<file path="config.mk">
export PLATFORM = sky130hd
export DESIGN_NAME = loop_iterator
export DESIGN_NICKNAME = d
export VERILOG_FILES = /design/src/lake_pkg.sv /design/src/loop_iterator.sv
export SDC_FILE = /design/constraint.sdc
export NUM_CORES = 1
export LEC_CHECK = 0
export BUFFER_PORTS_ARGS = -buffer_cell sky130_fd_sc_hd__buf_4
export CAP_MARGIN = 25
export CORE_ASPECT_RATIO = 0.9
export CORE_MARGIN = 4
export CORE_UTILIZATION = 50
export CTS_CLUSTER_DIAMETER = 200
export DETAILED_ROUTE_END_ITERATION = 8
export MAX_ROUTING_LAYER = met4
export PLACE_DENSITY_LB_ADDON = 0.3
export SYNTH_ARGS = -nofsm -noshare
export SYNTH_HDL_FRONTEND = slang
export SYNTH_SLANG_ARGS = --single-unit
</file>
<file path="constraint.sdc">
create_clock -name clk -period 2.45 [get_ports clk]
set_clock_uncertainty 0.2 [all_clocks]
set_input_delay 0.245 -clock clk [delete_from_list [all_inputs] [get_ports clk]]
set_output_delay 0.245 -clock clk [all_outputs]
set_load 0.01 [all_outputs]
</file>
<file path="src/lake_pkg.sv">
`default_nettype none

package lake_pkg;

  // configuration and counter words.
  localparam int cfg_w = 16;
  typedef logic [cfg_w-1:0] cfg_word_t;

  // weight memory geometry.
  localparam int mem_depth  = 512;
  localparam int mem_addr_w = 9;
  typedef logic [mem_addr_w-1:0] mem_addr_t;

  localparam int data_w = 64;
  typedef logic [data_w-1:0] data_t;

  typedef logic [3:0] dim_cnt_t; // number of active loop dimensions.

  // schedule gate of an accessor.
  typedef enum logic [0:0] {
    acc_run  = 1'b0,
    acc_done = 1'b1
  } acc_state_t;

endpackage

`default_nettype wire

</file>
<file path="src/loop_iterator.sv">
`timescale 1ns/10ps
`default_nettype none

module loop_iterator #(
  parameter int num_dims = 4,
  localparam int sel_w = (num_dims > 1) ? $clog2(num_dims) : 1
) (
  input  wire                                  clk,
  input  wire                                  rst_n,
  input  wire                                  clk_en,
  input  wire                                  flush,
  input  wire                                  step,
  input  wire lake_pkg::dim_cnt_t              dimensionality,
  input  wire lake_pkg::cfg_word_t [num_dims-1:0] ranges,
  output logic [sel_w-1:0]                     dim_sel,
  output logic                                 last
);

  import lake_pkg::*;

  cfg_word_t [num_dims-1:0] dim_cnt;
  logic      [num_dims-1:0] active;
  logic      [num_dims-1:0] at_max;
  logic                     found;

  // per-dimension status flags.
  always_comb begin
    for (int d = 0; d < num_dims; d++) begin
      active[d] = dimensionality > dim_cnt_t'(d);
      at_max[d] = dim_cnt[d] == ranges[d]; // range is count minus one.
    end
  end

  // lowest active dimension that still has iterations left.
  always_comb begin
    found   = 1'b0;
    dim_sel = '0;
    for (int d = 0; d < num_dims; d++) begin
      if (!found && active[d] && !at_max[d]) begin
        found   = 1'b1;
        dim_sel = sel_w'(d);
      end
    end
  end

  // all active dimensions sit at their range, so this is the final iteration.
  assign last = ~found;

  always_ff @(posedge clk or negedge rst_n) begin
    if (!rst_n) begin
      dim_cnt <= '0;
    end else if (clk_en) begin
      if (flush) begin
        dim_cnt <= '0;
      end else if (step) begin
        for (int d = 0; d < num_dims; d++) begin
          if (last || (d < int'(dim_sel))) begin
            dim_cnt[d] <= '0; // wrap, or clear the inner loops.
          end else if (d == int'(dim_sel)) begin
            dim_cnt[d] <= dim_cnt[d] + cfg_word_t'(1);
          end
        end
      end
    end
  end

  // inactive dimensions never move.
  // the selected counter only advances while below its range.

endmodule

`default_nettype wire

</file>
Word-level counts from Yosys, hierarchy flattened:

Cells that the tools add are included.

* bits in registers: 64
* logic and storage cells: 67
* input bits: 73
* output and inout bits: 3

* reductions and logical operators: 26
* magnitude comparators: 7
* muxes and demuxes: 17
* $add $sub $neg: 4
* bitwise gates (word level): 1
* equal/unequal tests: 8

Operators with widths (count)
* $mux W16: 8
* $mux W64: 2
* $add A16 B1 Y16 const B: 4
* $eq A16 B16 Y1: 4
* $reduce_and A3 Y1: 4
* $reduce_bool A3 Y1: 3
* $gt A4 B1 Y1 const B: 2
* $gt A4 B2 Y1 const B: 2
* $logic_and A1 B1 Y1: 7
* $logic_not A1 Y1: 7
* $mux W1: 5
* $eq A2 B2 Y1 const A: 2
* $lt A1 B2 Y1 const A: 2
* $mux W2: 2
* $logic_or A1 B1 Y1: 3
* $ne A3 B2 Y1 const B: 1
* $eq A1 B2 Y1 const A: 1
* $logic_not A2 Y1: 1
* $lt A2 B2 Y1 const A: 1
* $reduce_bool A2 Y1: 1
* $not A1 Y1: 1

Logic depth before layout (Yosys ltp):

* depth in word-level cells: 21
* depth in mapped cells: 9
* mapped depth without buffers: 7

Worst setup path after synthesis:

Ideal clock, no wire load.

* path kind: register -> output
* start point: register dim_cnt[3] in the netlist's numbering
* end point: output port dim_sel[0]
* setup slack: 130 ps
* stages on the path, launching flop included: 7
* arrival: 1875 ps
* path buffers: 1
* required time: 2005 ps
* cells stage by stage: dfrtp_1 > buf_6 > xor2_2 > nor4_2 > and4_4 > o22ai_1 > o41ai_1

* word-level cells in the longest chain between the ends: 16
* elaborated cells between the ends (all ways): 18
* those cells by class: eq/ne (1); mux (6); reduce/logical (11)

RTL lines
* start: declaration: line loop_iterator.sv:21 `cfg_word_t [num_dims-1:0] dim_cnt;`
* start signal: indexed assignment: line loop_iterator.sv:60 `dim_cnt[d] <= dim_cnt[d] + cfg_word_t'(1);`
* $eq A16 B16 Y1 *: line loop_iterator.sv:30 `at_max[d] = dim_cnt[d] == ranges[d];`
* $logic_not A1 Y1 *: line loop_iterator.sv:39 `if (!found && active[d] && !at_max[d]) begin`
* $logic_and A1 B1 Y1 *: line loop_iterator.sv:39
* $mux W1 *: line loop_iterator.sv:39
* $logic_not A1 Y1: line loop_iterator.sv:39
* $logic_and A1 B1 Y1 (2 in series): line loop_iterator.sv:39
* $mux W1: line loop_iterator.sv:39
* $logic_not A1 Y1: line loop_iterator.sv:39
* $logic_and A1 B1 Y1 (2 in series): line loop_iterator.sv:39
* $mux W1: line loop_iterator.sv:39
* $logic_not A1 Y1: line loop_iterator.sv:39
* $logic_and A1 B1 Y1 (2 in series): line loop_iterator.sv:39
* $mux W2 *: line loop_iterator.sv:39
* end: declaration: line loop_iterator.sv:15 `output logic [sel_w-1:0] dim_sel,`

Every way passes the cells marked *; elsewhere a longest branch is shown, timed or not.

Worst setup path in the final report:

* start point: register dim_cnt[16] in the netlist's numbering
* end point: output port dim_sel[0]

* word-level cells in the longest chain between the ends: 12
* elaborated cells between the ends (all ways): 14
* those cells by class: eq/ne (1); mux (5); reduce/logical (8)

RTL lines (line)
* $eq A16 B16 Y1 *: loop_iterator.sv:30
* $logic_not A1 Y1 *: loop_iterator.sv:39
* $logic_and A1 B1 Y1 *: loop_iterator.sv:39
* $mux W1: loop_iterator.sv:39
* $logic_not A1 Y1: loop_iterator.sv:39
* $logic_and A1 B1 Y1 (2 in series): loop_iterator.sv:39
* $mux W1: loop_iterator.sv:39
* $logic_not A1 Y1: loop_iterator.sv:39
* $logic_and A1 B1 Y1 (2 in series): loop_iterator.sv:39
* $mux W2 *: loop_iterator.sv:39

Marked as above.

==> results_dict.tcl <==
set metrics [dict create \
    status "finished with violations" \
    violations "negative setup slack" \
    setup_viol 30 \
    ir_worst_vdd_mv 0.365 \
    cp-end-kind "primary output" \
    fin_setup_tns_ps -2260 \
    synth_edf_count 0 \
    initial_core_util 0.523 \
    hp-class "primary input to flop" \
    cp.arrival_ps 2210 \
    drc 0 \
    drt_iter0_markers 250 \
    place.port_buffers 75 \
    period_needed_ps 2660 \
    clock_sinks 64 \
    critPathLaunchType "flop" \
    crit_top_cell "buf_4" \
    antenna_left 0 \
    clk_path_buf_depth 2 \
    viasPerCell 5.91 \
    synth_warnings 0 \
    drt-met1-wl_um 5500 \
    die_x_um 106 \
    drv_slew 0 \
    largest_reg_flops 64 \
    num_vias 4250 \
    cts_tree "built" \
    wl_met3_um 744 \
    power.total_mw 2.52 \
    num_antenna_cells 0 \
    grt_pass1_wl_um 20400 \
    cts_max_level 3 \
    antenna_found_initial 0 \
    fin_crit_sh 1.09 \
    cp.required_ps 2010 \
    die_area_um2 10200 \
    root_buffer "clkbuf_8" \
    synth_cell_types 53 \
    grt_max_degree 65 \
    gp_congestion 0.867 \
    track_usage 0.256 \
    drv_cap 0 \
    ys_seq_area_frac 0.372 \
    crit_chain "xnor2_1 > nand4_1 > nor4_4 > buf_4 > o22ai_2 > o41ai_2 > buf_4" \
    fin_nets 678 \
    rsz0062_at_grt "true" \
    fmax_mhz 376 \
    max_slew.worst_pin.slew_ps 852 \
    wl_um 12500 \
    clk_pin_slew_ps 70 \
    final_common_cell "buf_4" \
    firstDrtPassIters 5 \
    syn_to_final_growth_pct 39.2 \
    place_hpwl_um 8400 \
    grt-ovfl-total 0 \
    final_core_utilization 0.728 \
    critical_path_class "flop to primary output" \
    crit_path_max_fanout 4 \
    synthFlopType "dfrtp_1" \
    cp_slowest_stage_delay_ps 390 \
    layout_common_cells "buf_4 (129), xnor2_1 (58), dfrtp_1 (57)" \
    setup_ws_ps -208 \
    clk_latency_ps 340 \
    layout-drive-gt1-share 0.374 \
    synth_area_per_cell_um2 9.11 \
    largest_register "dim_cnt" \
    p_leak_nw 2.53 \
    core_um2 8220 \
    powerDensity_nw_per_um2 422 \
    top_regs "dim_cnt (64)" \
    grt_pass1_vias 4246 \
    top_layer "met4" \
    wl_met2_um 6020 \
    syn-num-nets 549 \
    io_pins 76 \
    cts_inserted_buffers 9 \
    synth-async-reset-ratio 1.00 \
    critical_path.slowest_cell "dfrtp_1" \
    synthesis.area_um2 4300 \
    max_slew_margin 0.432 \
    rows 31 \
    routedWlPerCell_um 17.4 \
    hold_viol_final 0 \
    die_h_um 96.0 \
    synthCells 472 \
    synth_seq_cells 64 \
]
where the power goes:
group          leakage [nW]  switching (mW)  internal [mW]
sequential            0.872          0.0594           1.10
combinational          1.57           0.268          0.268
clock                0.0886           0.385          0.440
layout make-up:
type | count | area, um^2
multi-input cells | 380 | 2860
fillers | 613 | 2240
flip-flops and latches | 64 | 1610
repair buffers | 143 | 1190
clock buffers | 14 | 173
well taps | 115 | 144
inverters | 3 | 11.3
per-stage QoR:
| step | cells | worst slack (ps) | hold slack, ps | instance area, um^2 |
|---|---|---|---|---|
| after CTS | 714 | -178 | 3.11 | 5800 |
| final | 719 | -208 | 35.4 | 5990 |
| after floorplan | 472 | 130 | -251 | 4300 |
| after detailed placement | 689 | -159 | 192 | 5310 |
| after global routing | 719 | -297 | 45.1 | 5990 |
| after global placement | 689 | -65.3 | 198 | 5310 |
synth_stat cells, types with 3 or more instances:
cell type	instances	share of area
nor4_1	5	0.0073
dfrtp_1	64	0.37
a21oi_1	21	0.024
and2_1	4	0.0058
nor4_2	3	0.0087
nand3_1	28	0.033
inv_1	3	0.0026
buf_2	8	0.0093
a211oi_1	7	0.012
buf_6	3	0.0079
nand2_1	30	0.026
and3_1	17	0.025
or4_1	19	0.033
o21ai_0	24	0.028
o31ai_1	21	0.037
xnor2_1	59	0.12
nor2_1	30	0.026
ha_1	4	0.012
or2_2	3	0.0044
buf_1	3	0.0026
o22ai_1	3	0.0044
nand4_1	22	0.032
a31oi_1	10	0.015
clkbuf_1	10	0.0087
xor2_1	27	0.055
nor3_1	6	0.0070
nand3b_1	4	0.0070
worst max-delay path: cells and delay by family (launching register included):
family	cells	cell delay (ps)
compound gates	2	450
buf+inv	2	370
simple gates	2	480
xor+xnor	1	180
flops	1	390
logic make-up (layout without fill, tap and decap cells):
kind of cell	after synthesis	in the layout	share of synthesized area
xor gates and xnor gates	87	87	0.179
AOI/OAI and AO/OA	103	103	0.155
muxes	3	3	0.00756
and+or+nand+nor	183	183	0.242
DFF	64	64	0.372
buffers and inverters	28	160	0.0329
adders and majority gates	4	4	0.0116
path summary, 6_finish.rpt:
check | end | start | slack [ps] | depth (start not counted)
max | dim_sel[0] | dim_cnt[16] | -210 | 7
min | dim_cnt[63] | clk_en | 40 | 4
max reg2reg | dim_cnt[44] | dim_cnt[0] | -110 | 8
min reg2reg | dim_cnt[52] | dim_cnt[52] | 350 | 1
max in group asynchronous | dim_cnt[44] | rst_n | 1070 | 2
min in group asynchronous | dim_cnt[24] | rst_n | 350 | 2
repair_timing:
| action | CTS | global route |
|---|---|---|
| pin swaps | 28 | 10 |
| endpoints found under the hold margin | 64 | 0 |
| hold buffers | 1 | 0 |
| setup buffers | 7 | 5 |
| gates resized for setup | 40 | 47 |
| cloned | 3 | 0 |
| setup endpoints to repair | 31 | 49 |
metal layers:
layer	global-route usage	up-vias
met5	-	-
met4	0.0615	0
met3	0.0362	26
met2	0.423	169
met1	0.338	2043
li1	-	2012
(Power assumes the default switching activity.)
