--- src/lake_pkg.sv ---
`default_nettype none

package lake_pkg;

  // configuration and counter words.
  localparam int cfg_w = 16;
  typedef logic [cfg_w-1:0] cfg_word_t;

  // weight memory geometry.
  localparam int mem_depth  = 512;
  localparam int mem_addr_w = 9;
  typedef logic [mem_addr_w-1:0] mem_addr_t;

  localparam int data_w = 64;
  typedef logic [data_w-1:0] data_t;

  typedef logic [3:0] dim_cnt_t; // number of active loop dimensions.

  // schedule gate of an accessor.
  typedef enum logic [0:0] {
    acc_run  = 1'b0,
    acc_done = 1'b1
  } acc_state_t;

endpackage

`default_nettype wire

--- src/addr_gen.sv ---
`timescale 1ns/10ps
`default_nettype none

module addr_gen #(
  parameter int num_dims = 4,
  localparam int sel_w = (num_dims > 1) ? $clog2(num_dims) : 1
) (
  input  wire                                  clk,
  input  wire                                  rst_n,
  input  wire                                  clk_en,
  input  wire                                  flush,
  input  wire                                  step,
  input  wire                                  restart,
  input  wire [sel_w-1:0]                      dim_sel,
  input  wire lake_pkg::cfg_word_t             start_addr,
  input  wire lake_pkg::cfg_word_t [num_dims-1:0] strides,
  output lake_pkg::cfg_word_t                  addr
);

  import lake_pkg::*;

  cfg_word_t offset;

  always_ff @(posedge clk or negedge rst_n) begin
    if (!rst_n) begin
      offset <= '0;
    end else if (clk_en) begin
      if (flush) begin
        offset <= '0;
      end else if (step) begin
        if (restart) begin
          offset <= '0; // loop nest wrapped.
        end else begin
          offset <= offset + strides[dim_sel];
        end
      end
    end
  end

  assign addr = start_addr + offset;

endmodule

`default_nettype wire

--- config.mk ---
export PLATFORM = sky130hd
export DESIGN_NAME = addr_gen
export DESIGN_NICKNAME = d
export VERILOG_FILES = /design/src/lake_pkg.sv /design/src/addr_gen.sv
export SDC_FILE = /design/constraint.sdc
export NUM_CORES = 1
export LEC_CHECK = 0
export ABC_AREA = 1
export BUFFER_PORTS_ARGS = -buffer_cell sky130_fd_sc_hd__buf_4
export CORE_MARGIN = 2
export CORE_UTILIZATION = 55
export DETAILED_ROUTE_END_ITERATION = 12
export GPL_ROUTABILITY_DRIVEN = 0
export MAX_ROUTING_LAYER = met4
export PLACE_DENSITY = 0.95
export SETUP_SLACK_MARGIN = 0.5
export SLEW_MARGIN = 20
export SYNTH_ARGS = -nofsm -noshare
export SYNTH_HDL_FRONTEND = slang
export SYNTH_SLANG_ARGS = --single-unit
--- constraint.sdc ---
create_clock -name clk -period 3.98 [get_ports clk]
set_input_delay 0.796 -clock clk [delete_from_list [all_inputs] [get_ports clk]]
set_output_delay 0.796 -clock clk [all_outputs]
set_load 0.02 [all_outputs]
== Word-level counts from Yosys, hierarchy flattened ==
Index checks and enable logic that the tools add are counted.
Word-level totals
  register bits after elaboration: 16
  logic and storage cells: 11
  bits in read-only memories: 0
  input port bits: 88
  memory bits (writable): 0
  memories: 0
  latch bits: 0
Cells by class
  order comparisons: 1
  div/mod/pow operators: 0
  mux-type cells: 5
  reductions and logical operators: 2
  add/subtract/negate cells: 2
  eq/ne operators: 0
  shift-type cells: 0
  $mul: 0
  bitwise gates (word level): 0
Operators by type and width (count)
  $mux 16: 4
  $add 16x16->16: 2
  $bmux 16 s2: 1
  $lt 2x3->1 const B: 1
  $reduce_and 2->1: 1
  $reduce_bool 2->1: 1

== Logic depth before layout (Yosys ltp) ==
Gate-level depths: netlist (run 1).
  depth in word-level cells: 6
  mapped depth: 14
  depth with buffers taken out: 13

== Worst setup path after synthesis (run 1) ==
Ideal clock, no wire load.
  path type: input to output
  from: in start_addr[0]
  to: out addr[12]
  required time: 3184 ps
  arrival time: 2211 ps
  stages on the path: 11
  slack: 973 ps
  path through: ha_1 -> inv_1 -> fa_1 -> inv_1 -> nand3_1 -> nand2_1 -> nand2_1 -> nand2_2 -> nand2_1 -> nand2_1 -> xor2_1
Between the ends
  word-level cells in the longest chain between the ends: 1
RTL lines
  from (decl): line addr_gen.sv:15  | input wire lake_pkg::cfg_word_t start_addr,
  $add 16x16->16: line addr_gen.sv:40  | assign addr = start_addr + offset;
  to (decl): line addr_gen.sv:17  | output lake_pkg::cfg_word_t addr
Every way passes these cells.

== Final worst setup path (run 1) ==
  from: in start_addr[0]
  to: out addr[14]
The elaborated chain is that of the path after synthesis.

==> impl_metrics.json, run 1 <==
{
  "synth_seq_cells": 16,
  "cts_resized": 0,
  "avgSynthCellArea_um2": 5.82,
  "worst_pin_slew_ns": 0.794,
  "top_register": "offset",
  "firstDrtPassIters": 4,
  "finClkSkew_ns": 0.00233,
  "timing.fmax_ghz": 0.312,
  "peakVddDrop_mv": 0.140,
  "die-area_um2": 5570,
  "postRouteAntennaNets": 0,
  "io_buffers": 103,
  "ios": 104,
  "hold_buffers": 0,
  "diodes": 0,
  "num_rows": 25,
  "setup-tns-final_ns": 0,
  "vias": 3395,
  "layout.nets": 689,
  "start_util": 0.577,
  "dieHeight_um": 74.6,
  "cts.sinks": 16,
  "drc": 0,
  "layout_commonest_cell": "nand2_1",
  "p_seq_frac": 0.206,
  "ys_seq_area_frac": 0.146,
  "crit_chain": "buf_4, ha_1, inv_1, fa_1, inv_1, nand3_1, nand2_1, nand3_1, nand2_1, nand2_1, nand3_1, nand2_1, buf_4",
  "cp_max_fo": 3,
  "post_cts_buffers": 0,
  "synth_async_sr_flop_share": 1.00,
  "nFillCells": 414,
  "slew_viol_final": 0,
  "ys_types": 28,
  "numCtsBuffers": 3,
  "syn_nets": 591,
  "combPwrFrac": 0.656,
  "crit_top_cell": "nand2_1",
  "cts_tree": "yes",
  "swShare": 0.457,
  "htreeDepth": 1,
  "reg.largest.list": "offset x16",
  "drt_iter0_markers": 92,
  "mostFrequentLayoutCells": "nand2_1, buf_4, nor2_1",
  "syn_inst": 471,
  "grt_max_degree": 34,
  "synth_area_um2": 2740,
  "critPathMaxStageDelay_ns": 0.40,
  "via_per_inst": 5.35,
  "intPower_w": 0.000548,
  "worst_setup_path_start_kind": "input pin",
  "synth_edf_count": 0,
  "routedWlPerCell_um": 12.2,
  "final-setup-viol-count": 0,
  "required_ns": 3.18,
  "grt_overflow": 0,
  "hp-class": "in2async",
  "grt_pass1_vias": 3145,
  "path_class": "in2out",
  "rsz0062_at_grt": "no",
  "slowest_stage": "fa_1",
  "arrival_ns": 2.41,
  "critPathCaptureType": "primary output",
  "drive_above_1_share": 0.218,
  "outcome": "complete, no violations",
  "period_minus_slack_ns": 3.21,
  "grt.total_usage": 0.306,
  "antenna_found_initial": 0,
  "hold_violations": 0,
  "place_hpwl_um": 6720,
  "p_sw_w": 0.000461,
  "clkPwrFrac": 0.137,
  "yosys_warnings": 0,
  "fin_crit_sh": 0.806,
  "slew_headroom": 0.468,
  "cap_violations": 0,
  "largest_register_ffs": 16,
  "hold_slack_ns": 0.391,
  "power_leakage_nw": 2.16,
  "synthFlopType": "dfrtp_1",
  "fp.dieW_um": 74.6,
  "pwr_density_cell_nw_per_um2": 279,
  "clk_latency_ns": 0.25,
  "routed_wl_um": 7750,
  "clk_path_buf_depth": 2,
  "clk_pin_slew_ns": 0.06,
  "core-area_um2": 4750,
  "cts_root_buffer": "clkbuf_8",
  "grt_pass1_wl_um": 13100,
  "syn2layout_area_growth_pct": 31.8
}
==> worst paths after layout <==
kind	cells after the start	from	slack, ns	to
max reg2reg	9	offset[0]	2.15	offset[8]
max in group asynchronous	1	rst_n	3.41	offset[13]
min reg2reg	2	offset[12]	0.54	offset[12]
max	13	start_addr[0]	0.77	addr[14]
min in group clk	2	offset[12]	0.54	offset[12]
min	1	rst_n	0.39	offset[0]
==> cell usage after synthesis (5+ instances only) <==
master,count,area (um2)
clkbuf_1,8,30.0
nand3_1,32,160
o22ai_1,15,93.8
dfrtp_1,16,400
nand2_1,152,571
o21ai_1,5,25.0
xor2_1,8,70.1
ha_1,30,375
o21ai_0,35,175
a21oi_1,22,110
inv_1,53,199
nand3_2,5,50.1
nor2_1,54,203
==> routing by layer <==
| metal | GRT usage | part of all wire |
|---|---|---|
| met4 | 0.0952 | 0.020 |
| met3 | 0.0122 | 0.066 |
| met5 | - | 0 |
| met2 | 0.535 | 0.49 |
| met1 | 0.380 | 0.42 |
==> through the flow <==
step	total power, W	instance area [um2]	std cells	utilization	worst slack (ns)
final	0.00101	3610	635	0.760	0.772
after global routing	0.00110	3610	635	0.760	0.584
after CTS	0.00101	3610	635	0.760	0.798
after detailed placement	0.000868	3560	631	0.748	0.800
after global placement	0.000842	3560	631	0.748	0.891
after floorplan	0.000640	2740	471	-	0.973
==> area by class of cell <==
class,instances,area [um2],share of cell area
Clock buffer,4,55.1,0.0152
Timing Repair Buffer,103,773,0.214
Inverter,55,206,0.0571
Tap cell,67,83.8,0.0232
Multi-Input combinational cell,390,2090,0.580
Sequential cell,16,400,0.111
==> critical path, delay by kind of cell <==
kind / cells / cell delay [ns]
and+or+nand+nor: 7 / 0.70
adders and majority gates: 2 / 0.55
buffers and inverters: 4 / 0.38
==> power by group through the flow <==
stage                     logic [W]  registers (W)  clock network [W]
after floorplan            0.000440       0.000200                  0
after global placement     0.000634       0.000209                  0
after detailed placement   0.000658       0.000210                  0
after CTS                  0.000661       0.000208           0.000139
after global routing       0.000744       0.000211           0.000145
final                      0.000662       0.000208           0.000139
==> kinds of logic (layout without fill, tap and decap cells) <==
| kind of cell | Yosys count | in the layout | synth area share |
|---|---|---|---|
| adders and majority gates | 32 | 32 | 0.152 |
| xor gates and xnor gates | 11 | 11 | 0.0351 |
| DFF | 16 | 16 | 0.146 |
| buffers and inverters | 65 | 162 | 0.0899 |
| AOI/OAI and AO/OA | 86 | 86 | 0.174 |
| and+or+nand+nor | 261 | 261 | 0.403 |
Note: power is estimated with default switching activity, not from simulation.
==> run 2, diff against run 1 <==
Settings changed: CORE_UTILIZATION 55 to 51, PLACE_DENSITY 0.95 to 0.94.
Clock period 3.98 ns to 3.28 ns, I/O delays scaled along.
==> impl_metrics.json, run 2 (synthesized netlist as in run 1, its figures left out) <==
{
  "wl_met1_um": 3330,
  "topRoutingLayerUsed": "met4",
  "largest_register_ffs": 16,
  "rrSetupSlack_ns": 1.45,
  "path_class": "in2out",
  "clk_latency_ns": 0.24,
  "drive_above_1_share": 0.256,
  "grt_pass1_vias": 3055,
  "place_hpwl_um": 6650,
  "layout.nets": 692,
  "peakVddDrop_mv": 0.176,
  "slew_headroom": 0.461,
  "outcome": "complete, no violations",
  "crit_family": "simple AND/OR/NAND/NOR gates",
  "dpl.cell_count": 634,
  "routedWlPerCell_um": 12.4,
  "grt_overflow": 0,
  "worst_setup_path_start_kind": "input pin",
  "final-setup-viol-count": 0,
  "routed_wl_um": 7960,
  "vias": 3425,
  "setup-tns-final_ns": 0,
  "drc": 0,
  "design_area_um2": 3700,
  "mostFrequentLayoutCells": "nand2_1, buf_4, nor2_1",
  "cts_root_buffer": "clkbuf_8",
  "cap_violations": 0,
  "grt.total_usage": 0.264,
  "clk_path_buf_depth": 2,
  "period_minus_slack_ns": 2.74,
  "numCtsBuffers": 3,
  "htreeDepth": 1,
  "hp-class": "in2async",
  "crit_cells": 13,
  "firstDrtPassIters": 5,
  "cts.sinks": 16,
  "timing.fmax_ghz": 0.365,
  "critical_path_buf_inv_count": 4,
  "arrival_ns": 2.08,
  "hold_violations": 0,
  "via_per_inst": 5.34,
  "clk_pin_slew_ns": 0.06,
  "hold_buffers": 0,
  "antenna_found_initial": 0,
  "start_util": 0.533,
  "die-area_um2": 5980,
  "pwr_density_cell_nw_per_um2": 337,
  "rr_worst_depth": 9,
  "syn2layout_area_growth_pct": 35.1,
  "required_ns": 2.62,
  "io_buffers": 103,
  "critPathMaxStageDelay_ns": 0.37,
  "slew_viol_final": 0,
  "finClkSkew_ns": 0.00223,
  "postRouteAntennaNets": 0,
  "fp.dieW_um": 77.3,
  "critPathCaptureType": "primary output",
  "worst_pin_slew_ns": 0.803,
  "ios": 104,
  "reg.largest.list": "offset x16",
  "layout_commonest_cell": "nand2_1",
  "diodes": 0,
  "grt_max_degree": 34,
  "rsz0062_at_grt": "no",
  "drt_iter0_markers": 124,
  "nFillCells": 432,
  "dieHeight_um": 77.3,
  "routed-wl-met2_um": 3830,
  "grt_pass1_wl_um": 12800,
  "core-area_um2": 5140,
  "num_rows": 26,
  "slowest_stage": "fa_2",
  "fin_crit_sh": 0.835,
  "crit_chain": "buf_4, ha_4, inv_2, fa_2, inv_2, nand3_2, nand2_2, nand3_2, nand2_2, nand2_2, nand3_1, nand2_1, buf_6",
  "post_dp_cell_area_um2": 3560,
  "cp_max_fo": 3,
  "stdcell_count": 641,
  "final_core_utilization": 0.721,
  "top_register": "offset",
  "crit_top_cell": "nand2_2",
  "cts_tree": "yes",
  "dr_wl_met3_um": 630,
  "power_leakage_nw": 2.16
}
## run 2: cell types whose count changed in the layout (fill, tap and decap cells not counted), sizes merged
cell | previous run | this run
buf | 103 | 106
## run 2: power by group
group | switching (W) | internal, W | leakage [nW] | total, W
Combinational | 0.000479 | 0.000351 | 1.92 | 0.000830
Clock | 0.0000580 | 0.000106 | 0.0288 | 0.000164
Sequential | 0.0000330 | 0.000222 | 0.214 | 0.000255
## run 2: through the flow
stage / power, W / hold WS (ns) / setup slack [ns]
2_1_floorplan: 0.000776 / 0.360 / 0.553
3_3_place_gp: 0.00103 / 0.513 / 0.468
3_5_place_dp: 0.00105 / 0.514 / 0.404
4_1_cts: 0.00122 / 0.256 / 0.506
5_1_grt: 0.00135 / 0.265 / 0.454
6_report: 0.00125 / 0.255 / 0.541
## run 2: layout make-up
| type | count | area (um2) | share of cell area |
|---|---|---|---|
| tap | 70 | 87.6 | 0.0236 |
| inverter | 55 | 206 | 0.0557 |
| sequential | 16 | 402 | 0.108 |
| clock buffer | 4 | 55.1 | 0.0149 |
| multi-input combinational | 390 | 2150 | 0.581 |
| timing repair buffer | 106 | 800 | 0.216 |
## run 2: path summary, 6_finish.rpt
kind	endpoint	from
hold reg to reg	offset[9]	offset[9]
max in group asynchronous	offset[0]	rst_n
min in group clk	offset[9]	offset[9]
setup / recovery	addr[14]	start_addr[0]
hold / removal	offset[7]	rst_n
setup reg to reg	offset[8]	offset[0]
## run 2: worst reg2reg max path, stage by stage, from the launching register on
cell	delay (ns)
dfrtp_2	0.45
ha_1	0.26
fa_1	0.42
nand3_1	0.11
nand3_2	0.09
nand2_1	0.07
nand3_1	0.07
nor2_1	0.08
nand3b_1	0.10
nand2_1	0.06
## run 2: routing by layer
layer | global-route usage | vias up
li1 | - | 1752
met1 | 0.325 | 1490
met2 | 0.457 | 167
met3 | 0.0165 | 16
met4 | 0.0946 | 0
met5 | - | -
## run 2: what timing repair did
item                                    in CTS  in global routing
pin swaps                                    1                  3
endpoints found under the hold margin        0                  0
gates resized for setup                      3                 18
endpoints found under the setup margin       3                  6
buffers inserted                             0                  3
==> run 3, diff against run 2 <==
Clock period 3.28 ns to 2.7 ns, I/O delays scaled along.
==> impl_metrics.json, run 3 (synthesized netlist as in run 1, its figures left out) <==
{
  "numCtsBuffers": 3,
  "routed-wl-met2_um": 6380,
  "hold_violations": 0,
  "die-area_um2": 5980,
  "routedWlPerCell_um": 19.5,
  "dieHeight_um": 77.3,
  "dr_wl_met3_um": 1420,
  "layout_commonest_cell": "buf_4",
  "fp.dieW_um": 77.3,
  "arrival_ns": 2.14,
  "timing.fmax_ghz": 0.373,
  "dpl.cell_count": 635,
  "slew_headroom": 0.413,
  "drc": 0,
  "required_ns": 2.16,
  "nFillCells": 198,
  "start_util": 0.533,
  "path_class": "reg2out",
  "ios": 104,
  "layout.nets": 735,
  "cts.sinks": 16,
  "grt_overflow": 0,
  "pwr_density_cell_nw_per_um2": 429,
  "critPathMaxStageDelay_ns": 0.47,
  "critPathCaptureType": "primary output",
  "final-seq-area_um2": 410,
  "period_minus_slack_ns": 2.68,
  "clk_pin_slew_ns": 0.06,
  "power_leakage_nw": 2.52,
  "topRoutingLayerUsed": "met4",
  "via_per_inst": 6.34,
  "syn2layout_area_growth_pct": 74.5,
  "antenna_found_initial": 0,
  "hold_slack_ns": 0.128,
  "vias": 4334,
  "worst_pin_slew_ns": 0.875,
  "grt_max_degree": 33,
  "fin_crit_sh": 0.994,
  "io_buffers": 103,
  "worst_setup_path_start_kind": "register",
  "crit_chain": "ha_4, nand2_1, inv_1, nand3_2, nor3_2, nand2_2, nand2_1, nand2_1, nand2_2, buf_6",
  "drive_above_1_share": 0.466,
  "outcome": "complete, no violations",
  "postRouteAntennaNets": 0,
  "grt_pass1_vias": 3672,
  "core-area_um2": 5140,
  "crit_top_cell": "nand2_1",
  "cts_root_buffer": "clkbuf_8",
  "slew_viol_final": 0,
  "slowest_stage": "dfrtp_1",
  "drt_iter0_markers": 349,
  "firstDrtPassIters": 6,
  "wl_met1_um": 4530,
  "peakVddDrop_mv": 0.244,
  "grt.total_usage": 0.344,
  "diodes": 0,
  "multi_input_area_um2": 2760,
  "htreeDepth": 1,
  "rsz0062_at_grt": "yes",
  "setup-tns-final_ns": 0,
  "mostFrequentLayoutCells": "buf_4, nand2_1, inv_1",
  "final-setup-viol-count": 0,
  "hp-class": "in2async",
  "place_hpwl_um": 6690,
  "routed_wl_um": 13300,
  "cp_max_fo": 4,
  "stdcell_count": 684,
  "cts_tree": "yes",
  "clk_path_buf_depth": 2,
  "largest_register_ffs": 16,
  "top_register": "offset",
  "grt_pass1_wl_um": 16500,
  "num_rows": 26,
  "clk_latency_ns": 0.25,
  "cap_violations": 0,
  "reg.largest.list": "offset x16",
  "finClkSkew_ns": 0.000968
}
run 3: timing repair:
item	in CTS	in global routing
gates resized for setup	67	104
hold buffers	0	0
buffers inserted	23	19
pin swaps	19	38
endpoints found under the setup margin	20	25
gates cloned	1	2
run 3: layout make-up:
type | count | share of cell area
inverters | 55 | 0.0466
well taps | 70 | 0.0183
clock buffers | 4 | 0.0115
repair inverters | 1 | 0.00157
flip-flops and latches | 16 | 0.0858
multi-input cells | 390 | 0.578
repair buffers | 148 | 0.258
run 3: per-stage QoR:
stage / setup slack (ns) / util / power, W / area [um2]
4_1_cts: 0.269 / 0.819 / 0.00170 / 4210
5_1_grt: -0.0198 / 0.931 / 0.00214 / 4780
3_3_place_gp: 0.182 / 0.709 / 0.00127 / 3640
3_5_place_dp: 0.126 / 0.709 / 0.00131 / 3640
6_report: 0.0172 / 0.931 / 0.00205 / 4780
2_1_floorplan: 0.403 / - / 0.000974 / 2820
run 3: path summary, 6_finish.rpt:
check	end	depth (start not counted)	from	slack (ns)
min in group clk	offset[12]	2	offset[12]	0.58
hold reg to reg	offset[12]	2	offset[12]	0.58
max in group asynchronous	offset[12]	1	rst_n	2.38
setup reg to reg	offset[13]	11	offset[6]	0.75
setup / recovery	addr[14]	10	offset[10]	0.02
hold / removal	offset[0]	1	rst_n	0.13
run 3: critical path, delay by kind of cell, from the launching register on:
| kind | cells | cell delay, ns |
|---|---|---|
| and+or+nand+nor | 7 | 0.85 |
| adders and majority gates | 1 | 0.35 |
| DFF | 1 | 0.47 |
| buffers and inverters | 2 | 0.23 |
run 3: power breakdown:
group	leakage, nW	switching [W]	internal [W]
Sequential	0.204	0.0000492	0.000272
Clock	0.0288	0.0000837	0.000129
Combinational	2.29	0.000844	0.000673
run 3: metal layers:
metal / track usage / up-vias
met4: 0.146 / 0
li1: - / 1828
met2: 0.592 / 429
met1: 0.407 / 1944
met5: - / -
met3: 0.0353 / 133
