<file path="config.mk">
export PLATFORM = sky130hd
export DESIGN_NAME = sched_gen
export DESIGN_NICKNAME = d
export VERILOG_FILES = /design/src/lake_pkg.sv /design/src/addr_gen.sv /design/src/sched_gen.sv
export SDC_FILE = /design/constraint.sdc
export NUM_CORES = 1
export LEC_CHECK = 0
export ABC_AREA = 0
export BUFFER_PORTS_ARGS = -buffer_cell sky130_fd_sc_hd__buf_2
export CAP_MARGIN = 15
export CORE_MARGIN = 4
export CORE_UTILIZATION = 51
export CTS_BUF_LIST = sky130_fd_sc_hd__clkbuf_4 sky130_fd_sc_hd__clkbuf_8
export DETAILED_ROUTE_END_ITERATION = 10
export PLACE_DENSITY = 0.87
export SKIP_CTS_REPAIR_TIMING = 1
export SLEW_MARGIN = 20
export SYNTH_ARGS = -nofsm -noshare
export SYNTH_HDL_FRONTEND = slang
export SYNTH_HIERARCHICAL = 1
export SYNTH_SLANG_ARGS = --single-unit
</file>
<file path="constraint.sdc">
create_clock -name clk -period 4.6 [get_ports clk]
set_clock_uncertainty 0.1 [all_clocks]
set_input_delay 0.23 -clock clk [delete_from_list [all_inputs] [get_ports clk]]
set_output_delay 0.23 -clock clk [all_outputs]
set_load 0.05 [all_outputs]
</file>
<file path="src/lake_pkg.sv">
`default_nettype none

package lake_pkg;

  // configuration and counter words.
  localparam int cfg_w = 16;
  typedef logic [cfg_w-1:0] cfg_word_t;

  // weight memory geometry.
  localparam int mem_depth  = 512;
  localparam int mem_addr_w = 9;
  typedef logic [mem_addr_w-1:0] mem_addr_t;

  localparam int data_w = 64;
  typedef logic [data_w-1:0] data_t;

  typedef logic [3:0] dim_cnt_t; // number of active loop dimensions.

  // schedule gate of an accessor.
  typedef enum logic [0:0] {
    acc_run  = 1'b0,
    acc_done = 1'b1
  } acc_state_t;

endpackage

`default_nettype wire

</file>
<file path="src/addr_gen.sv">
`timescale 1ns/10ps
`default_nettype none

module addr_gen #(
  parameter int num_dims = 4,
  localparam int sel_w = (num_dims > 1) ? $clog2(num_dims) : 1
) (
  input  wire                                  clk,
  input  wire                                  rst_n,
  input  wire                                  clk_en,
  input  wire                                  flush,
  input  wire                                  step,
  input  wire                                  restart,
  input  wire [sel_w-1:0]                      dim_sel,
  input  wire lake_pkg::cfg_word_t             start_addr,
  input  wire lake_pkg::cfg_word_t [num_dims-1:0] strides,
  output lake_pkg::cfg_word_t                  addr
);

  import lake_pkg::*;

  cfg_word_t offset;

  always_ff @(posedge clk or negedge rst_n) begin
    if (!rst_n) begin
      offset <= '0;
    end else if (clk_en) begin
      if (flush) begin
        offset <= '0;
      end else if (step) begin
        if (restart) begin
          offset <= '0; // loop nest wrapped.
        end else begin
          offset <= offset + strides[dim_sel];
        end
      end
    end
  end

  assign addr = start_addr + offset;

endmodule

`default_nettype wire

</file>
<file path="src/sched_gen.sv">
`timescale 1ns/10ps
`default_nettype none

module sched_gen #(
  parameter int num_dims = 4,
  localparam int sel_w = (num_dims > 1) ? $clog2(num_dims) : 1
) (
  input  wire                                  clk,
  input  wire                                  rst_n,
  input  wire                                  clk_en,
  input  wire                                  flush,
  input  wire                                  last,
  input  wire [sel_w-1:0]                      dim_sel,
  input  wire lake_pkg::cfg_word_t             cycle_count,
  input  wire lake_pkg::cfg_word_t             sched_start,
  input  wire lake_pkg::cfg_word_t [num_dims-1:0] sched_strides,
  output logic                                 valid
);

  import lake_pkg::*;

  acc_state_t state;
  cfg_word_t  sched_addr;

  // gate closes once the final iteration has been issued.
  always_ff @(posedge clk or negedge rst_n) begin
    if (!rst_n) begin
      state <= acc_run;
    end else if (clk_en) begin
      if (flush) begin
        state <= acc_run;
      end else if (valid && last) begin
        state <= acc_done;
      end
    end
  end

  assign valid = (cycle_count == sched_addr) && (state == acc_run);

  // schedule time never restarts, the gate ends the sequence instead.
  addr_gen #(
    .num_dims(num_dims)
  ) sched_addr_gen (
    .clk       (clk),
    .rst_n     (rst_n),
    .clk_en    (clk_en),
    .flush     (flush),
    .step      (valid),
    .restart   (1'b0),
    .dim_sel   (dim_sel),
    .start_addr(sched_start),
    .strides   (sched_strides),
    .addr      (sched_addr)
  );

endmodule

`default_nettype wire

</file>
[Word-level counts from Yosys, hierarchy flattened]
Index checks and enable logic that the tools add are counted.
Widths: inputs -> output; s select.
Word-level totals
  bits in registers: 17
  input port bits: 103
  output and inout port bits: 1
  word-level logic and storage cells: 19
Cells by class
  add/subtract/negate cells: 2
  $lt $le $gt $ge: 1
  equal/unequal tests: 1
  mux-type cells: 6
  bitwise logic cells: 1
  reduce and logical (&&, ||, !) cells: 6
Operators with widths (count)
  $mux 16: 3
  $add 16x16->16: 2
  $bmux 16 s2: 1
  $eq 16x16->1: 1
  $reduce_and 2->1: 2
  $reduce_bool 2->1: 2
  $lt 2x3->1 const B: 1
  $logic_and 1x1->1: 2
  $mux 1: 2
  $not 1->1: 1

[Logic depth before layout (Yosys ltp)]
Gate-level depths: netlist (run 1).
  depth after elaboration: 6
  gate-level depth with buffers: 19
  mapped depth without buffers: 19

[Hierarchy]
Netlist (run 1), hierarchy kept.
Modules (own cells, without submodules)
  addr_gen: times used 1, cells each 250, area each 2393.5 um^2, sequential area each 400.4 um^2
  sched_gen: times used 1, cells each 33, area each 251.5 um^2, sequential area each 25.0 um^2

[Least setup slack after synthesis (run 1)]
OpenSTA, ideal clock, no wires.
  path kind: register to register
  from: register sched_addr_gen.offset[1]
  to: register sched_addr_gen.offset[0]
  library setup time: 0.066 ns
  data arrival time: 5.135 ns
  required time: 4.434 ns
  slack: -0.701 ns
  stages on the path, launching flop included: 17
  path buffers: 1
  period minus slack after synthesis: 5.301 ns
  cells stage by stage: dfrtp_1 > ha_1 > a21oi_1 > nand3b_1 > a31oi_1 > a311o_1 > a41o_1 > a21o_1 > xnor2_1 > xnor2_1 > nand4_1 > or4_4 > nor3_1 > nand2_1 > nor3_1 > clkbuf_1 > a22o_1
On the way
  longest elaborated chain between the ends: 5
Ends and longest elaborated chain
  from (decl): line addr_gen.sv:22  | cfg_word_t offset;
  from (signal assigned): line addr_gen.sv:34  | offset <= offset + strides[dim_sel];
  $add 16x16->16: line addr_gen.sv:40  | assign addr = start_addr + offset;
  named net sched_addr[15]: line sched_gen.sv:23  | cfg_word_t sched_addr;
  $eq 16x16->1: line sched_gen.sv:38  | assign valid = (cycle_count == sched_addr) && (state == acc_run);
  $logic_and 1x1->1: line sched_gen.sv:38
  named net valid: line sched_gen.sv:17  | output logic valid
  $reduce_bool 2->1 (no source line)
  $reduce_and 2->1 (no source line)
The timed path passes the listed nets, and every way through them passes these cells.
A chain may end at the register's enable or synchronous reset.

[Worst setup path after layout (run 1)]
  from: register sched_addr_gen.offset[1]
  to: register sched_addr_gen.offset[15]
On the way
  longest elaborated chain between the ends: 5
  elaborated cells between the ends (all ways): 8
  those cells by class: 2 x add/sub; 1 x eq/ne; 2 x mux; 3 x reduce/logical
Ends and longest elaborated chain (line)
  $add 16x16->16: addr_gen.sv:40
  named net sched_addr[15]: sched_gen.sv:23
  $eq 16x16->1: sched_gen.sv:38
  $logic_and 1x1->1: sched_gen.sv:38
  $reduce_bool 2->1 (no source line)
  $reduce_and 2->1 (no source line)
The timed path passes the listed nets, and every way through them passes these cells. The select of a mux whose other input is x is not followed.

==> results.py, run 1 <==
metrics = {
    "worst_setup_path": {
        "timing.rr.end": "sched_addr_gen/offset[15]",
        "cpPeakStageDelay_ns": 0.46,
        "reg2reg_slack_ns": 0.43,
        "critical_path.max_fanout": 5,
        "worst-endpoint-required_ns": 4.68,
        "worst_path_max_delay_cell": "sky130_fd_sc_hd__or4_4",
        "cell_by_cell_listing_of_the_critical_path": "ha_1 > a21oi_1 > nand3b_1 > a31oi_1 > a311o_1 > a41o_1 > a21o_1 > xnor2_1 > xnor2_1 > nand4_1 > or4_4 > nor3_4 > nand2_1 > nor3_2 > and3_1 > a211o_1 > a221o_1",
        "cp_common_cell": "sky130_fd_sc_hd__xnor2_1",
        "r2r-start": "sched_addr_gen/offset[1]",
        "critical_path_arrival_ns": 4.25,
        "cp.buffers_inverters": 0,
        "critPathKind": "flip-flop to flip-flop",
        "critPathCaptureType": "flip-flop",
        "timing.reg2reg.worst_path_depth": 17,
        "critical_path.startpoint_type": "flip-flop",
        "worst_path_dominant_cell_family": "simple AND/OR/NAND/NOR gates",
    },
    "power": {
        "power.combinational.fraction_pct": 39.9,
        "power_frac_clock_pct": 25.3,
        "internal-power_w": 0.000309,
        "share_seq_of_total_power_pct": 34.7,
        "power.switching_w": 0.000122,
        "power_leakage_nw": 1.71,
        "totalPowerFinal_w": 0.000431,
        "sw_ratio_pct": 28.3,
        "irDropWorstVdd_uv": 84.7,
        "power-per-cell-area_nw_per_um2": 131,
    },
    "sta": {
        "setup_total_negative_slack_ns": 0,
        "slew_viol_final": 0,
        "finalSetupViolCount": 0,
        "fmax_mhz": 240,
        "grt_setup_unrepaired": "no",
        "final_worst_path_period_share_pct": 90.6,
        "finalCriticalPeriod_ns": 4.17,
        "finalHoldViolCount": 0,
    },
    "clock_network": {
        "tritoncts.num_buffers": 3,
        "worst_path_clk_slew_ns": 0.06,
        "clockBufferDepth": 2,
        "clock_tree.htree_level_count": 1,
        "tritoncts_clock_tree": "yes",
        "clkLatencyLatePin_ns": 0.24,
        "clk_root_buffer_cell": "sky130_fd_sc_hd__clkbuf_8",
        "numClockSinks": 17,
    },
    "cells_and_area": {
        "layout.cell_area.non_filler_sq_um": 3280,
        "final_net_count": 520,
        "fillerInstances": 420,
        "total_inserted_antenna_cells": 0,
        "flow.area_growth_from_synthesis_pct": 24.2,
        "layout-drive-gt1-share_pct": 34.1,
    },
    "detailed_routing": {
        "vias_per_cell": 5.64,
        "detail-route-antenna-nets": 0,
        "dr.pass1.iters": 5,
        "drc_errors": 0,
        "num_vias": 2542,
        "dr.first_iter.drc_count": 123,
        "route.detailed.wl_per_inst_um": 13.9,
        "drt_wl_total_um": 6270,
    },
    "hold_path": {
        "hold_path_end": "state",
        "holdCritPathClass": "input port to flip-flop",
        "timing.hold.worst_path_depth": 4,
        "startpoint_of_the_worst_hold_path": "cycle_count[14]",
    },
    "synth": {
        "synth.distinct_cells": 57,
        "post_synth.cell_area_avg_sq_um": 9.35,
        "ys.flop_type": "sky130_fd_sc_hd__dfrtp_1",
        "synth_enable_flop_cells": 0,
        "asyncSetResetFlopFracSynth_pct": 100,
        "synth-seq-cells": 17,
        "post_synth_inst_count": 283,
        "synthesis.area_sq_um": 2650,
        "synth_seq_area_share_pct": 16.1,
        "synth-warning-count": 6,
    },
    "placed_design": {
        "buffer_ports.inserted": 103,
        "placed_cell_area_sq_um": 3220,
        "dpl.hpwl_um": 5620,
        "placer_s_final_routability_congestion_estimate": 0.946,
    },
    "global_routing": {
        "globalRouteTotalUtil_pct": 20.1,
        "number_of_global_route_vias_before_repair": 2420,
        "grt_remaining_overflow": 0,
        "maximum_number_of_pins_on_one_net_before_global_route_repair": 18,
        "grt_first_pass_wirelength_um": 10400,
        "number_of_antenna_violations_at_the_first_check_in_global_routing": 0,
    },
    "floorplanning": {
        "floorplan.initialDensity_pct": 54.2,
        "std_cell_rows": 25,
        "i_o_pins": 104,
        "floorplan.core_area_sq_um": 4880,
        "die-area_sq_um": 6400,
        "floorplan.die.width_um": 80.0,
        "die_y_um": 80.0,
    },
    "run_status": {
        "status": "complete, no violations",
    },
    "run": {
        "cap_violations": 0,
    },
}
how the worst max path moves through the flow:
stage          slack, ns                         to                startpoint  cells after the start
2_1_floorplan       0.03   sched_addr_gen/offset[0]  sched_addr_gen/offset[1]                     16
3_3_place_gp        0.52   sched_addr_gen/offset[6]  sched_addr_gen/offset[1]                     16
3_5_place_dp        0.30  sched_addr_gen/offset[15]  sched_addr_gen/offset[1]                     17
4_1_cts             0.28  sched_addr_gen/offset[15]  sched_addr_gen/offset[1]                     17
5_1_grt             0.09  sched_addr_gen/offset[15]  sched_addr_gen/offset[1]                     17
6_report            0.43  sched_addr_gen/offset[15]  sched_addr_gen/offset[1]                     17
worst reg2reg max path, cell delays in order (launching register included):
cell and delay (ns):
sky130_fd_sc_hd__dfrtp_1 0.45, sky130_fd_sc_hd__ha_1 0.32, sky130_fd_sc_hd__a21oi_1 0.18, sky130_fd_sc_hd__nand3b_1 0.15, sky130_fd_sc_hd__a31oi_1 0.14, sky130_fd_sc_hd__a311o_1 0.38
sky130_fd_sc_hd__a41o_1 0.25, sky130_fd_sc_hd__a21o_1 0.18, sky130_fd_sc_hd__xnor2_1 0.16, sky130_fd_sc_hd__xnor2_1 0.14, sky130_fd_sc_hd__nand4_1 0.12, sky130_fd_sc_hd__or4_4 0.46
sky130_fd_sc_hd__nor3_4 0.24, sky130_fd_sc_hd__nand2_1 0.12, sky130_fd_sc_hd__nor3_2 0.27, sky130_fd_sc_hd__and3_1 0.22, sky130_fd_sc_hd__a211o_1 0.10, sky130_fd_sc_hd__a221o_1 0.12
logic make-up (layout without fill, tap and decap cells):
family,count (synthesis),count (layout),share of synthesized area (%)
XOR/XNOR,39,39,12.9
AO/OA/AOI/OAI,90,90,24.6
other,1,2,0.142
AND/OR/NAND/NOR,63,63,12.0
multiplexers,17,17,14.6
adder cells (fa/ha/maj),32,32,15.7
buffers and inverters,24,124,4.02
flip-flops,17,17,16.1
flip-flops by register name, summed over array words and instances (netlist names):
register               cells
sched_addr_gen/offset     16
state                      1
layer usage:
metal / global-route usage [%] / part of all wire, % / vias up
met5: 0 / 0 / -
met4: 6.93 / 1.5 / 0
met3: 2.60 / 8.8 / 6
met2: 34.8 / 48 / 106
met1: 25.7 / 42 / 1137
li1: - / - / 1293
metrics by stage:
stage	util, %	setup slack [ns]	instances	hold WS (ns)
final	67.3	0.434	451	0.265
after global routing	67.3	0.0904	451	0.304
after CTS	67.0	0.284	450	-0.212
after detailed placement	66.0	0.295	446	0.0490
after global placement	66.0	0.518	446	0.0464
after floorplan	-	0.0262	284	-0.166
layout make-up:
cell class                 count  area (sq um)  area share, %
tap                           67          83.8           2.55
sequential                    17           425           13.0
multi-input combinational    243          2130           65.0
timing repair buffer         106           541           16.5
inverter                      14          52.6           1.60
clock buffer                   4          48.8           1.49
cell usage after synthesis (2+ instances only):
cell	count	area (sq um)
sky130_fd_sc_hd__a21o_1	7	52.6
sky130_fd_sc_hd__a21oi_1	20	100
sky130_fd_sc_hd__a22o_1	14	123
sky130_fd_sc_hd__a31oi_1	5	31.3
sky130_fd_sc_hd__buf_6	2	22.5
sky130_fd_sc_hd__clkbuf_1	7	26.3
sky130_fd_sc_hd__dfrtp_1	17	425
sky130_fd_sc_hd__fa_1	2	40.0
sky130_fd_sc_hd__ha_1	30	375
sky130_fd_sc_hd__inv_1	14	52.6
sky130_fd_sc_hd__mux4_1	4	105
sky130_fd_sc_hd__mux4_2	12	270
sky130_fd_sc_hd__nand2_1	17	63.8
sky130_fd_sc_hd__nand3_1	9	45.0
sky130_fd_sc_hd__nand4_1	4	25.0
sky130_fd_sc_hd__nor2_1	14	52.6
sky130_fd_sc_hd__nor2b_1	3	18.8
sky130_fd_sc_hd__nor3_1	2	10.0
sky130_fd_sc_hd__nor4_1	2	12.5
sky130_fd_sc_hd__o21a_1	7	52.6
sky130_fd_sc_hd__o21ai_0	11	55.1
sky130_fd_sc_hd__o21bai_1	4	30.0
sky130_fd_sc_hd__o22ai_1	4	25.0
sky130_fd_sc_hd__or3_1	2	12.5
sky130_fd_sc_hd__xnor2_1	24	210
sky130_fd_sc_hd__xor2_1	15	131
power by group through the flow:
stage / registers (W) / clock network [W] / logic, W
2_1_floorplan: 0.000152 / 0 / 0.000111
3_3_place_gp: 0.000152 / 0 / 0.000167
3_5_place_dp: 0.000152 / 0 / 0.000171
4_1_cts: 0.000150 / 0.000111 / 0.000172
5_1_grt: 0.000150 / 0.000117 / 0.000193
6_report: 0.000150 / 0.000109 / 0.000172
placed cells by master (no fill, tap or decap), drive strengths merged, types with 2 or more instances in the layout:
cell      n
ha       30
o22ai     4
nor4      2
inv      14
nor2     15
mux4     16
o21a      7
or3       2
conb      2
buf     105
fa        2
o21ai    12
clkbuf    4
a21oi    21
a21o      7
xnor2    24
nor3      2
a31oi     5
o21bai    4
nand3     9
dfrtp    17
xor2     15
o31ai     2
nor2b     3
nand4     4
nand2    17
a22o     14
Power figures use the tool's default switching activity.
==> run 2: changes to the inputs <==
- ABC_AREA: 0 -> 1
- CORE_UTILIZATION: 51 -> 53
- PLACE_DENSITY: 0.87 -> 0.88
- REMOVE_ABC_BUFFERS: not set -> 1
==> run 2 against run 1 <==
Die area grew 10%. Global-route usage grew 3.3 points. Via count grew 48%. Core utilization shrank 0.62 points. Non-clock buffer count shrank 1. Worst hold slack lost 0.11 ns. Wire length grew 33%. Critical endpoint is now sched_addr_gen/offset[6]. Largest cell class unchanged. Highest routed layer unchanged.
==> results.py, run 2 <==
metrics = {
    "global_routing": {
        "grt_first_pass_wirelength_um": 14200,
        "globalRouteTotalUtil_pct": 23.4,
        "number_of_antenna_violations_at_the_first_check_in_global_routing": 0,
        "number_of_global_route_vias_before_repair": 3516,
        "grt_remaining_overflow": 0,
        "maximum_number_of_pins_on_one_net_before_global_route_repair": 34,
    },
    "cells_and_area": {
        "final_net_count": 786,
        "flow.area_growth_from_synthesis_pct": 20.6,
        "layout-drive-gt1-share_pct": 17.8,
        "largest_reg_flops": 16,
        "fillerInstances": 498,
        "registers.top_by_ff_count": "sched_addr_gen/offset",
        "layout.cell_area.non_filler_sq_um": 3690,
        "biggestRegsByFlops": "sched_addr_gen/offset (16), state (1)",
        "final_common_cell": "sky130_fd_sc_hd__nand2_1",
        "most-common-layout-cells": "sky130_fd_sc_hd__nand2_1, sky130_fd_sc_hd__buf_2, sky130_fd_sc_hd__inv_1",
        "total_inserted_antenna_cells": 0,
        "layout_cells_excl_fill": 722,
    },
    "clock_network": {
        "clockBufferDepth": 2,
        "tritoncts.num_buffers": 3,
        "clock_tree.htree_level_count": 1,
        "clkLatencyLatePin_ns": 0.25,
        "worst_path_clk_slew_ns": 0.06,
        "tritoncts_clock_tree": "yes",
        "numClockSinks": 17,
        "clk_root_buffer_cell": "sky130_fd_sc_hd__clkbuf_8",
    },
    "worst_setup_path": {
        "critical_path_arrival_ns": 3.73,
        "critPathCaptureType": "flip-flop",
        "timing.rr.end": "sched_addr_gen/offset[6]",
        "critical_path.max_fanout": 17,
        "timing.reg2reg.worst_path_depth": 24,
        "reg2reg_slack_ns": 0.90,
        "critPathKind": "flip-flop to flip-flop",
        "worst-endpoint-required_ns": 4.63,
        "r2r-start": "sched_addr_gen/offset[0]",
        "critical_path.startpoint_type": "flip-flop",
    },
    "synth": {
        "synthesis.area_sq_um": 3060,
        "post_synth_inst_count": 551,
        "synth-seq-cells": 17,
        "synth.distinct_cells": 32,
        "ys.flop_type": "sky130_fd_sc_hd__dfrtp_1",
        "synth-warning-count": 6,
        "post_synth.cell_area_avg_sq_um": 5.56,
        "asyncSetResetFlopFracSynth_pct": 100,
        "dominant_cell_type_by_area_after_synthesis": "sky130_fd_sc_hd__nand2_1",
        "yosys.cell_count.top_type": "sky130_fd_sc_hd__nand2_1",
        "synth_enable_flop_cells": 0,
        "synthTopCellsByArea": "sky130_fd_sc_hd__nand2_1, sky130_fd_sc_hd__dfrtp_1, sky130_fd_sc_hd__ha_1",
        "post_synth_most_frequent_cells": "sky130_fd_sc_hd__nand2_1, sky130_fd_sc_hd__inv_1, sky130_fd_sc_hd__nor2_1",
        "post-synth-top-area-fraction_pct": 22.3,
        "synth_seq_area_share_pct": 13.9,
    },
    "sta": {
        "final_worst_path_period_share_pct": 80.4,
        "grt_setup_unrepaired": "no",
        "fmax_mhz": 270,
        "finalCriticalPeriod_ns": 3.70,
        "finalHoldViolCount": 0,
        "postLayoutSetupSlackWorst_ns": 0.900,
        "finalSetupViolCount": 0,
        "worst_pin_slew_ns": 0.622,
        "slew_viol_final": 0,
        "hold_slack_ns": 0.152,
        "relSlewSlack_pct": 58.6,
        "setup_total_negative_slack_ns": 0,
    },
    "detailed_routing": {
        "drt_wl_total_um": 8350,
        "dr.first_iter.drc_count": 153,
        "dr.pass1.iters": 5,
        "route.detailed.wl_per_inst_um": 11.6,
        "drc_errors": 0,
        "detail-route-antenna-nets": 0,
        "num_vias": 3752,
        "vias_per_cell": 5.20,
    },
    "power": {
        "power_leakage_nw": 2.31,
        "power-per-cell-area_nw_per_um2": 220,
        "irDropWorstVdd_uv": 102,
    },
    "run": {
        "cap_violations": 0,
    },
    "hold_path": {
        "startpoint_of_the_worst_hold_path": "clk_en",
        "holdCritPathClass": "input port to flip-flop",
        "hold_path_end": "state",
        "timing.hold.worst_path_depth": 4,
    },
    "floorplanning": {
        "std_cell_rows": 27,
        "i_o_pins": 104,
        "die_y_um": 84.0,
        "floorplan.initialDensity_pct": 55.3,
        "die-area_sq_um": 7060,
        "floorplan.die.width_um": 84.0,
        "floorplan.core_area_sq_um": 5540,
    },
    "placed_design": {
        "placed_cell_area_sq_um": 3640,
        "placer_s_final_routability_congestion_estimate": 0.941,
        "dpl.hpwl_um": 7270,
        "detailedPlace.worstSlack_ns": 0.928,
        "buffer_ports.inserted": 103,
        "placed_cells_incl_taps": 717,
    },
    "run_status": {
        "status": "complete, no violations",
    },
}
[run 2: cell count changes after synthesis, sizes merged, moves of 17 or more]
cell and delta:
inv +67, nand2 +167, nand3 +27, nor2 +53
o21ai +30, xnor2 -17
[run 2: through the flow]
| step | utilization (%) | power, W |
|---|---|---|
| after CTS | 66.5 | 0.000811 |
| after floorplan | - | 0.000558 |
| after detailed placement | 65.7 | 0.000700 |
| after global placement | 65.7 | 0.000681 |
| final | 66.7 | 0.000812 |
| after global routing | 66.7 | 0.000904 |
[run 2: layout make-up]
| type | count | area [sq um] | share of cell area [%] |
|---|---|---|---|
| sequential | 17 | 425 | 11.5 |
| multi-input combinational | 443 | 2300 | 62.1 |
| tap | 72 | 90.1 | 2.44 |
| clock buffer | 3 | 41.3 | 1.12 |
| timing repair buffer | 105 | 533 | 14.4 |
| clock inverter | 1 | 5.00 | 0.135 |
| inverter | 81 | 304 | 8.23 |
[run 2: critical path, stage by stage, from the launching register on]
cell and delay, ns:
sky130_fd_sc_hd__dfrtp_1 0.38, sky130_fd_sc_hd__ha_1 0.19, sky130_fd_sc_hd__inv_1 0.06, sky130_fd_sc_hd__fa_1 0.40, sky130_fd_sc_hd__inv_1 0.10, sky130_fd_sc_hd__nand3_1 0.07, sky130_fd_sc_hd__nand2_1 0.13, sky130_fd_sc_hd__nand2_1 0.08
sky130_fd_sc_hd__nand2_1 0.11, sky130_fd_sc_hd__nand2_1 0.06, sky130_fd_sc_hd__nand2_1 0.07, sky130_fd_sc_hd__xor2_1 0.18, sky130_fd_sc_hd__nor2_1 0.07, sky130_fd_sc_hd__nor2_1 0.10, sky130_fd_sc_hd__nor2_1 0.05, sky130_fd_sc_hd__nand2_1 0.05
sky130_fd_sc_hd__nor2_1 0.04, sky130_fd_sc_hd__and3_2 0.18, sky130_fd_sc_hd__o21ai_2 0.50, sky130_fd_sc_hd__nor3_1 0.09, sky130_fd_sc_hd__buf_4 0.20, sky130_fd_sc_hd__inv_1 0.15, sky130_fd_sc_hd__a21oi_1 0.05, sky130_fd_sc_hd__o21ai_0 0.10
sky130_fd_sc_hd__nand2_1 0.08
[run 2: worst max path at each step]
stage / to / slack, ns / from
after floorplan: sched_addr_gen/offset[3] / 0.77 / sched_addr_gen/offset[0]
after global placement: sched_addr_gen/offset[6] / 1.10 / sched_addr_gen/offset[1]
after detailed placement: sched_addr_gen/offset[6] / 0.93 / sched_addr_gen/offset[0]
after CTS: sched_addr_gen/offset[6] / 0.92 / sched_addr_gen/offset[0]
after global routing: sched_addr_gen/offset[7] / 0.51 / sched_addr_gen/offset[0]
final: sched_addr_gen/offset[6] / 0.90 / sched_addr_gen/offset[0]
[run 2: cell families after synthesis]
| kind of cell | after synthesis | share of synthesized area, % |
|---|---|---|
| buffers and inverters | 91 | 11.2 |
| AND/OR/NAND/NOR | 305 | 40.9 |
| XOR/XNOR | 16 | 4.57 |
| adder cells (fa/ha/maj) | 32 | 13.6 |
| other | 1 | 0.122 |
| flip-flops | 17 | 13.9 |
| AO/OA/AOI/OAI | 89 | 15.8 |
[run 2: report_power, final]
part | leakage [nW] | internal (W) | switching [W]
clock network | 0.0255 | 0.0000600 | 0.0000475
logic | 2.05 | 0.000204 | 0.000311
registers | 0.230 | 0.000167 | 0.0000226
total | 2.31 | 0.000431 | 0.000381
[run 2: metal layers]
metal	vias up	global-route usage (%)	routed length [um]
li1	1962	-	-
met1	1619	28.3	3570
met2	153	42.0	3870
met3	18	2.37	670
met4	0	9.50	238
met5	-	0	0
